===== config.mk =====
export PLATFORM = sky130hd
export DESIGN_NAME = fetch_branch_top
export DESIGN_NICKNAME = d
export VERILOG_FILES = /design/src/design/fetch_pkg.sv /design/src/design/fetch_branch_top.sv /design/src/design/pc_sequencer.sv /design/src/design/branch_compare.sv /design/src/design/imm_gen.sv /design/src/design/branch_reg_file.sv
export VERILOG_INCLUDE_DIRS = /design/src /design/src/design
export SDC_FILE = /design/constraint.sdc
export NUM_CORES = 2
export LEC_CHECK = 0
export ABC_AREA = 1
export BUFFER_PORTS_ARGS = -buffer_cell sky130_fd_sc_hd__buf_2
export CELL_PAD_IN_SITES_DETAIL_PLACEMENT = 2
export CELL_PAD_IN_SITES_GLOBAL_PLACEMENT = 2
export CORE_MARGIN = 4
export CORE_UTILIZATION = 43
export DETAILED_ROUTE_END_ITERATION = 7
export PLACE_DENSITY_LB_ADDON = 0.2
export SYNTH_ARGS = -nofsm -noshare
export SYNTH_HDL_FRONTEND = slang
export SYNTH_SLANG_ARGS = --single-unit

===== constraint.sdc =====
create_clock -name clk -period 11.11 [get_ports clk]
set_input_delay 2.222 -clock clk [delete_from_list [all_inputs] [get_ports clk]]
set_output_delay 2.222 -clock clk [all_outputs]
set_load 0.005 [all_outputs]

===== src/design/fetch_cfg.svh =====
`ifndef FETCH_CFG_SVH
`define FETCH_CFG_SVH

`define PC_W       8            // Instruction address width
`define XLEN       64           // Register width
`define REG_CNT    32           // Architectural register count
`define PC_STEP    4            // Sequential fetch increment
`define RESET_PC   8'd0         // PC after reset

`define OPC_BRANCH 7'b1100011   // B-type major opcode
`define F3_BEQ     3'b000       // Funct3 for BEQ

`endif

===== src/design/fetch_pkg.sv =====
`default_nettype none

`include "fetch_cfg.svh"

package fetch_pkg;

    // Plain vector types
    typedef logic [`PC_W-1:0]              pc_t;        // Byte address into fetch space
    typedef logic [`XLEN-1:0]              xlen_t;      // Register value
    typedef logic [$clog2(`REG_CNT)-1:0]   reg_addr_t;  // Register index
    typedef logic [31:0]                   instr_t;     // Raw instruction word

    // External write into the register file
    typedef struct packed {
        logic      we;     // Write strobe, one cycle
        reg_addr_t addr;   // Destination register
        xlen_t     data;   // Value to store
    } rf_write_t;

    // Branch decision toward the sequencer
    typedef struct packed {
        logic  taken;      // BEQ and operands equal
        xlen_t offset;     // Halfword count, sign extended
    } branch_req_t;

    // Both read ports of the register file
    typedef struct packed {
        xlen_t rs1_val;
        xlen_t rs2_val;
    } rf_read_t;

endpackage

`default_nettype wire


===== src/design/fetch_branch_top.sv =====
`timescale 1ns/1ps
`default_nettype none

module fetch_branch_top
    import fetch_pkg::*;
(
    input  wire logic clk,
    input  wire logic reset,
    input  logic      advance,   // Gates the PC update
    input  instr_t    instr,     // Instruction from external memory model
    input  rf_write_t rf_wr,     // Register preload port
    output pc_t       pc         // Fetch address
);

    reg_addr_t   rs1_addr;       // Decoded source indices
    reg_addr_t   rs2_addr;
    logic        is_beq;
    xlen_t       offset;
    rf_read_t    rd_vals;        // Register operands
    branch_req_t br;             // Decision to sequencer

    imm_gen imm_gen_inst (
        .instr    (instr),
        .rs1_addr (rs1_addr),
        .rs2_addr (rs2_addr),
        .is_beq   (is_beq),
        .offset   (offset)
    );

    branch_reg_file branch_reg_file_inst (
        .clk      (clk),
        .reset    (reset),
        .rf_wr    (rf_wr),
        .rs1_addr (rs1_addr),
        .rs2_addr (rs2_addr),
        .rd_vals  (rd_vals)
    );

    branch_compare branch_compare_inst (
        .rd_vals (rd_vals),
        .is_beq  (is_beq),
        .offset  (offset),
        .br      (br)
    );

    pc_sequencer pc_sequencer_inst (
        .clk     (clk),
        .reset   (reset),
        .advance (advance),
        .br      (br),
        .pc      (pc)
    );

endmodule

`default_nettype wire


===== src/design/pc_sequencer.sv =====
`timescale 1ns/1ps
`default_nettype none

`include "fetch_cfg.svh"

module pc_sequencer
    import fetch_pkg::*;
(
    input  wire logic  clk,
    input  wire logic  reset,
    input  logic        advance,    // Level, PC moves only while high
    input  branch_req_t br,         // Taken bit and halfword offset
    output pc_t         pc          // Current instruction address
);

    pc_t   pc_q;                    // PC register
    pc_t   pc_plus_4;               // Sequential candidate
    pc_t   branch_target;           // Branch candidate, low bits only
    pc_t   pc_next;                 // Selected candidate

    xlen_t pc_ext;                  // PC widened to register size
    xlen_t imm_shifted;             // Offset in bytes
    xlen_t target_full;             // Full-width branch sum

    // Wraps modulo 256 by width alone
    assign pc_plus_4 = pc_q + pc_t'(`PC_STEP);

    // Zero extend the address
    assign pc_ext = {{(`XLEN-`PC_W){1'b0}}, pc_q};

    // Halfword count doubled into a byte offset
    assign imm_shifted = {br.offset[`XLEN-2:0], 1'b0};

    // Add at 64 bits, then keep the address bits
    assign target_full   = pc_ext + imm_shifted;
    assign branch_target = target_full[`PC_W-1:0];

    // Taken selects the target, otherwise fall through
    always_comb begin
        if (br.taken) begin
            pc_next = branch_target;
        end else begin
            pc_next = pc_plus_4;
        end
    end

    always_ff @(posedge clk) begin
        if (reset) begin
            pc_q <= `RESET_PC;
        end else if (advance) begin
            pc_q <= pc_next;        // Load only when advancing
        end
    end

    // Hold otherwise, no other stall source

    assign pc = pc_q;

endmodule

`default_nettype wire


===== src/design/branch_compare.sv =====
`timescale 1ns/1ps
`default_nettype none

`include "fetch_cfg.svh"

module branch_compare
    import fetch_pkg::*;
(
    input  rf_read_t    rd_vals,   // Operands from the register file
    input  logic        is_beq,    // Decode result from imm_gen
    input  xlen_t       offset,    // Halfword offset from imm_gen
    output branch_req_t br         // Decision toward the sequencer
);

    xlen_t diff;                   // rs1 - rs2 over all 64 bits
    logic  zero_flag;              // Operands equal

    // Full-width subtract, so bits above 7 count too
    assign diff = rd_vals.rs1_val - rd_vals.rs2_val;

    assign zero_flag = (diff == '0);

    // Equal operands alone do not branch
    assign br.taken  = is_beq & zero_flag;

    // Offset travels unchanged beside the decision
    assign br.offset = offset;

endmodule

`default_nettype wire


===== src/design/imm_gen.sv =====
`timescale 1ns/1ps
`default_nettype none

`include "fetch_cfg.svh"

module imm_gen
    import fetch_pkg::*;
(
    input  instr_t    instr,      // Instruction word of this cycle
    output reg_addr_t rs1_addr,   // Source register 1 index
    output reg_addr_t rs2_addr,   // Source register 2 index
    output logic      is_beq,     // Instruction is a BEQ
    output xlen_t     offset      // B-type immediate as halfword count
);

    logic [6:0]  opcode;          // Major opcode field
    logic [2:0]  funct3;          // Minor opcode field
    logic [11:0] imm_hw;          // imm[12:1], bit 0 is implicit zero

    // Fixed RISC-V field positions
    assign opcode   = instr[6:0];
    assign funct3   = instr[14:12];
    assign rs1_addr = instr[19:15];
    assign rs2_addr = instr[24:20];

    // Both fields must match
    assign is_beq = (opcode == `OPC_BRANCH) && (funct3 == `F3_BEQ);

    // Scattered B-type bits gathered back in order
    assign imm_hw = {
        instr[31],       // imm[12], sign
        instr[7],        // imm[11]
        instr[30:25],    // imm[10:5]
        instr[11:8]      // imm[4:1]
    };

    // Sign extend to full register width
    assign offset = {{(`XLEN-12){imm_hw[11]}}, imm_hw};

    // Sequencer shifts this left by one to get a byte offset
    // Other instruction types still drive offset, it is just unused

endmodule

`default_nettype wire


===== src/design/branch_reg_file.sv =====
`timescale 1ns/1ps
`default_nettype none

`include "fetch_cfg.svh"

module branch_reg_file
    import fetch_pkg::*;
(
    input  wire logic clk,
    input  wire logic reset,
    input  rf_write_t rf_wr,      // Write port driven from outside
    input  reg_addr_t rs1_addr,   // First read index
    input  reg_addr_t rs2_addr,   // Second read index
    output rf_read_t  rd_vals     // Both read values
);

    xlen_t regs [`REG_CNT];       // Architectural registers

    logic wr_en;                  // Qualified write, x0 excluded

    // x0 is hardwired, so a write there is dropped
    assign wr_en = rf_wr.we && (rf_wr.addr != '0);

    always_ff @(posedge clk) begin
        if (reset) begin
            for (int i = 0; i < `REG_CNT; i++) begin
                regs[i] <= '0;    // Clear every entry
            end
        end else if (wr_en) begin
            regs[rf_wr.addr] <= rf_wr.data;
        end
    end

    // Asynchronous reads, no same-cycle bypass
    always_comb begin
        if (rs1_addr == '0) begin
            rd_vals.rs1_val = '0;                 // x0 always reads zero
        end else begin
            rd_vals.rs1_val = regs[rs1_addr];
        end
    end

    always_comb begin
        if (rs2_addr == '0) begin
            rd_vals.rs2_val = '0;                 // Same rule on port 2
        end else begin
            rd_vals.rs2_val = regs[rs2_addr];
        end
    end

endmodule

`default_nettype wire


# Yosys cells after proc, flatten, opt, wreduce, memory -nomap -nowiden
# Memory sizes are Yosys's and may differ from the RTL's.
# Index checks and enable logic that the tools add are counted.
# word_totals
regBits,8
ram_bits,2048
inputBits,105
output_inout_bits,8
elab_cells,26
memories,1
# op_classes
n_addsub,3
eq_ne,1
n_mux,11
bitwise_logic,1
reduce_logical,8
# memory_table
memory,depth,width,read_ports,rd_clocked_by_memory_dff,wr,line_no,source
branch_reg_file_inst.regs,32,64,2,0,32,branch_reg_file.sv:17,xlen_t regs [`REG_CNT];
# ops
cell,n
two-way mux 64 bit,3
logical NOT 64 bit,1
OR reduction 64 bit,1
subtractor 64 bit,1
logical NOT 5 bit,2
"adder 8 x 3 -> 8 bit, second input constant",1
adder 8 bit,1
two-way mux 8 bit,1
"equality test 7 bit, second input constant",1
two-way mux 1 bit,6
two-way mux 5 bit,1
nonzero test 5 bit,1
logical NOT 3 bit,1
logical AND 1 bit,2
bitwise AND 1 bit,1

# Logic depth before layout (Yosys ltp)
# logic_depth
word_depth,7
ltp_mapped,37
depth_no_buf,31

# Hierarchy
# From an unflattened synthesis, not the netlist that was laid out.
# hier_totals
cells_unflattened,16222
hier_area_um2,122032.0
# modules_own_cells
mod,n_inst,cells_each,area_per_inst_um2,seq_area_each_um2
branch_reg_file,1,14573,113941.8,61499.0
branch_compare,1,1468,6855.3,0.0
pc_sequencer,1,96,631.9,140.1
imm_gen,1,85,603.1,0.0

# Worst setup path after synthesis
# Ideal clock, no wire load.
# synth_timing
path_kind,input-to-reg
startpoint,input port instr[20]
endpoint,"register pc_sequencer_inst.pc_q[2], in the netlist pc_sequencer_inst.pc[2]"
setup_time_ps,113
arrival_ps,6018
t_required_ps,10997
slack_ps,4979
cell_stages,30
path_buffers,6
path_cell_list,buf_4 inv_2 buf_4 buf_4 buf_2 buf_4 clkbuf_1 nor2_1 o22ai_1 nor2_1 o311ai_0 nand3_1 ha_1 nand2_2 inv_1 a21oi_2 inv_1 a21oi_1 nand3_2 nand2_1 nand2_1 a21oi_1 xor2_1 nand2_1 nor2_2 nand3_4 nand2_1 nand2_1 o21ai_1 inv_1
# synth_via
elab_chain_len,6
word_cells_on_any_way,7
cone_classes,add/sub (1); mux (2); bitwise (1); reduce/logical (2); memory (1)
# synth_rtl
element,line_no,source
from (decl),fetch_branch_top.sv:10,"input instr_t instr,"
memory (32 x 64 bit) or logical NOT 5 bit (tied branches),--,
two-way mux 64 bit *,branch_reg_file.sv:44,if (rs2_addr == '0) begin
subtractor 64 bit *,branch_compare.sv:19,assign diff = rd_vals.rs1_val - rd_vals.rs2_val;
logical NOT 64 bit *,branch_compare.sv:21,assign zero_flag = (diff == '0);
bitwise AND 1 bit *,branch_compare.sv:24,assign br.taken = is_beq & zero_flag;
two-way mux 8 bit *,pc_sequencer.sv:40,if (br.taken) begin
to (signal assigned),pc_sequencer.sv:49,pc_q <= `RESET_PC;
to (signal assigned),pc_sequencer.sv:51,pc_q <= pc_next;
to (decl),pc_sequencer.sv:16,pc_t pc_q;
# Mark *: on every way between the ends. The rest lies on a longest branch, timed or not.
# A chain may end at the register's enable or synchronous reset.

# Final worst setup path
# Ends and elaborated chain as after synthesis.

==> impl_results.md <==
- Max incr delay on CP: 0.67 ns
- Critical Path RT: 11.93 ns
- GR Overflow Total: 0
- GRT Max-Usage Layer: met2
- Finish-stage setup viols: 0
- # DRC: 0
- Initial core utilization: 43.2%
- Actual slew at the worst max-slew pin: 1.44 ns
- Share of layout cells above drive strength 1: 6.04%
- Final clock skew: 0.0576 ns
- Logic pwr share: 17.8%
- NumNets Final: 12986
- Avg WL per Cell: 38.1 um
- Post-CTS setup buffer count: 0
- Largest net degree at the start of global routing: 149
- Die X: 521 um
- Port bufs: 106
- Hold_buf cts: 0
- Crit share post-route: 76.4%
- Number of synthesized register bits: 2055
- Final wirelength: 631 mm
- Post-CTS Resized: 0
- Io pins: 113
- Worst path arrival time: 9.31 ns
- EDFF count, synth: 2048
- Largest driver fanout on the critical path: 111
- DIE AREA: 0.271 sq mm
- Root Buffer: clkbuf_16
- Fraction of met1 tracks used by global routing: 55.0%
- Flop pwr share: 44.7%
- Max Freq: 118 MHz
- Met2 Use GR: 68.8%
- Most Frequent Cell on Critical Path: nand2_1
- Psw: 0.00655 W
- DIE HEIGHT: 521 um
- Final Instance Count excl. Fillers: 16547
- Register area: 0.0616 sq mm
- Core area: 0.262 sq mm
- Met3 GRT Util: 11.0%
- Drt first pass iters: 6
- First-pass GRT wire length: 884 mm
- P_leak: 44.6 nW
- Via Count: 116760
- Vias/cell: 7.06
- Sw frac: 31.7%
- Worst path slowest cell: o32ai_1
- Seq/Total Area, Yosys: 54.5%
- Post-synth ARST share: 0%
- P_int: 0.0141 W
- Clk network pwr share: 37.5%
- Clock sink count: 2055
- P&R area growth vs syn: 9.38%
- CTS HTree Levels: 4
- Placement row count: 188
- Synth cell types: 48
- Slew Limit Headroom: 3.80%
- Total negative slack: 0 ns
- Post-route worst setup slack: 2.62 ns
- Fin. Hold Viols: 0
- Reg2reg setup slack: 5.37 ns
- Worst setup SP type: input pin
- Vias in the first global route: 122483
- Antenna Nets Post-Route: 0
- Final Critical Period: 8.49 ns
- HPWL Detailed: 352 mm
- Run status: complete, no violations
- Cells after DPL: 16083
- Final hold slack: 0.549 ns
- Initial antenna violation count: 43
- Class of the worst hold path: reg2reg
- Initial DRC Count: 17220
- Slew Limit Fails: 0
- Clk Latency, worst-skew pair: 0.97 ns
- Clock slew seen by the registers of the worst setup and hold paths: 0.06 ns
- Dpl ws: 2.14 ns
- Maxcap violations: 0
- CTS tree: yes
- TritonCTS Buffers: 240
- Synthesized cell area: 0.113 sq mm
- Kind of critical path: in2reg
- Multi-input logic area: 0.0458 sq mm
- Worst setup EP type: register
- Layout fillers: 28383
- Syn Inst Count: 13451
- GRT Total Usage: 44.8%
- Synthesis Warnings: 0
- RSZ-0062 raised after global routing: false
- Worst ir drop on vdd: 0.137 mV
- Main synth FF type: edfxtp_1
- Clock buffer depth: 4
- Final RePlAce weighted congestion: 0.939
- P per Cell Area: 167 mW/mm^2
- Mean post-synth cell area: 8.41 sq um
-- flip-flops by register name (all words and copies together) (netlist names) --
name and cells:
pc_sequencer_inst.pc 7, branch_reg_file_inst.regs 2048
-- placed cells by master (no fill, tap or decap), types with 12 or more instances in the layout --
| cell type | synthesis | final |
|---|---|---|
| clkbuf_1 | 1072 | 69 |
| nand2_4 | 0 | 62 |
| diode_2 | 0 | 29 |
| edfxtp_1 | 2048 | 2048 |
| clkbuf_16 | 0 | 243 |
| ha_1 | 70 | 70 |
| o21bai_1 | 49 | 49 |
| conb_1 | 1 | 65 |
| a21oi_1 | 123 | 123 |
| buf_2 | 94 | 95 |
| nor3_1 | 23 | 23 |
| o221ai_1 | 158 | 158 |
| o211ai_1 | 32 | 32 |
| nand3_1 | 198 | 197 |
| inv_1 | 350 | 343 |
| nand4_1 | 23 | 23 |
| clkinv_1 | 4 | 60 |
| o22ai_1 | 988 | 988 |
| buf_12 | 0 | 53 |
| o21ai_0 | 2527 | 2527 |
| nand2_1 | 707 | 645 |
| clkinv_2 | 0 | 40 |
| nand2_2 | 15 | 15 |
| buf_4 | 7 | 198 |
| nor2_1 | 4665 | 4665 |
| o32ai_1 | 36 | 36 |
| nand3b_1 | 12 | 12 |
| a32o_1 | 16 | 16 |
-- cell families after synthesis --
group,Yosys count,synth area share (%)
compound gates,3968,19.6
other cells,1,0.00331
fa+ha+maj,71,0.792
buf+inv,1665,5.65
flops,2055,54.5
xor+xnor,17,0.132
simple gates,5674,19.3
-- critical path, delay by kind of cell --
| kind | cells | cell delay (ns) |
|---|---|---|
| xor+xnor | 1 | 0.15 |
| buf+inv | 4 | 1.36 |
| compound gates | 7 | 2.15 |
| simple gates | 16 | 2.43 |
| fa+ha+maj | 1 | 0.50 |
-- worst paths after layout --
kind,from,to,depth (start not counted)
worst min-delay path,pc_sequencer_inst.pc[1],pc_sequencer_inst.pc[1],2
worst max-delay path,instr[20],pc_sequencer_inst.pc[2],29
worst max register to register,branch_reg_file_inst.regs[13][29],pc_sequencer_inst.pc[2],21
worst min register to register,pc_sequencer_inst.pc[1],pc_sequencer_inst.pc[1],2
-- cells in the mapped netlist, types with 10 or more instances --
cell	count	area, sq um
nor3_1	23	115
a21oi_1	123	616
nand2_2	15	93.8
nand3_1	198	991
nor2_1	4665	17500
nor2_2	10	62.6
nand3b_1	12	90.1
inv_1	350	1310
o21ai_0	2527	12600
o211ai_1	32	240
edfxtp_1	2048	61500
clkbuf_1	1072	4020
xor2_1	11	96.3
o32ai_1	36	315
ha_1	70	876
nand2_1	707	2650
a32o_1	16	160
nand4_1	23	144
buf_1	129	484
o21bai_1	49	368
buf_2	94	470
o221ai_1	158	1380
o22ai_1	988	6180
-- layer usage --
metal  wire length [um]  up-vias  share of wire, %
li1                   -    45604                 -
met1             223000    59214                35
met2             277000     9204                44
met3              77500     2728                12
met4              53800       10               8.5
met5                112        -             0.018
-- final cells by class --
cell class	instances	share of cell area [%]
flip-flops and latches	2055	49.8
multi-input cells	9795	37.0
clock buffers	315	5.16
well taps	3515	3.55
repair buffers	355	2.55
inverters	363	1.15
clock inverters	120	0.694
diodes	29	0.0586
-- power groups by stage --
| stage | sequential, W | clock, W | combinational (W) |
|---|---|---|---|
| after floorplan | 0.00927 | 0 | 0.00198 |
| after detailed placement | 0.00936 | 0 | 0.00349 |
| final | 0.00922 | 0.00774 | 0.00368 |
| after CTS | 0.00921 | 0.00769 | 0.00353 |
| after global placement | 0.00930 | 0 | 0.00335 |
| after global routing | 0.00926 | 0.00801 | 0.00382 |
-- through the flow --
stage                     area (sq um)  utilization [%]  power (W)
after floorplan                 113000                -     0.0112
after global placement          116000             44.4     0.0126
after detailed placement        116000             44.4     0.0128
after CTS                       124000             47.2     0.0204
after global routing            124000             47.2     0.0211
final                           124000             47.2     0.0206
Note: power is estimated with default switching activity, not from simulation.
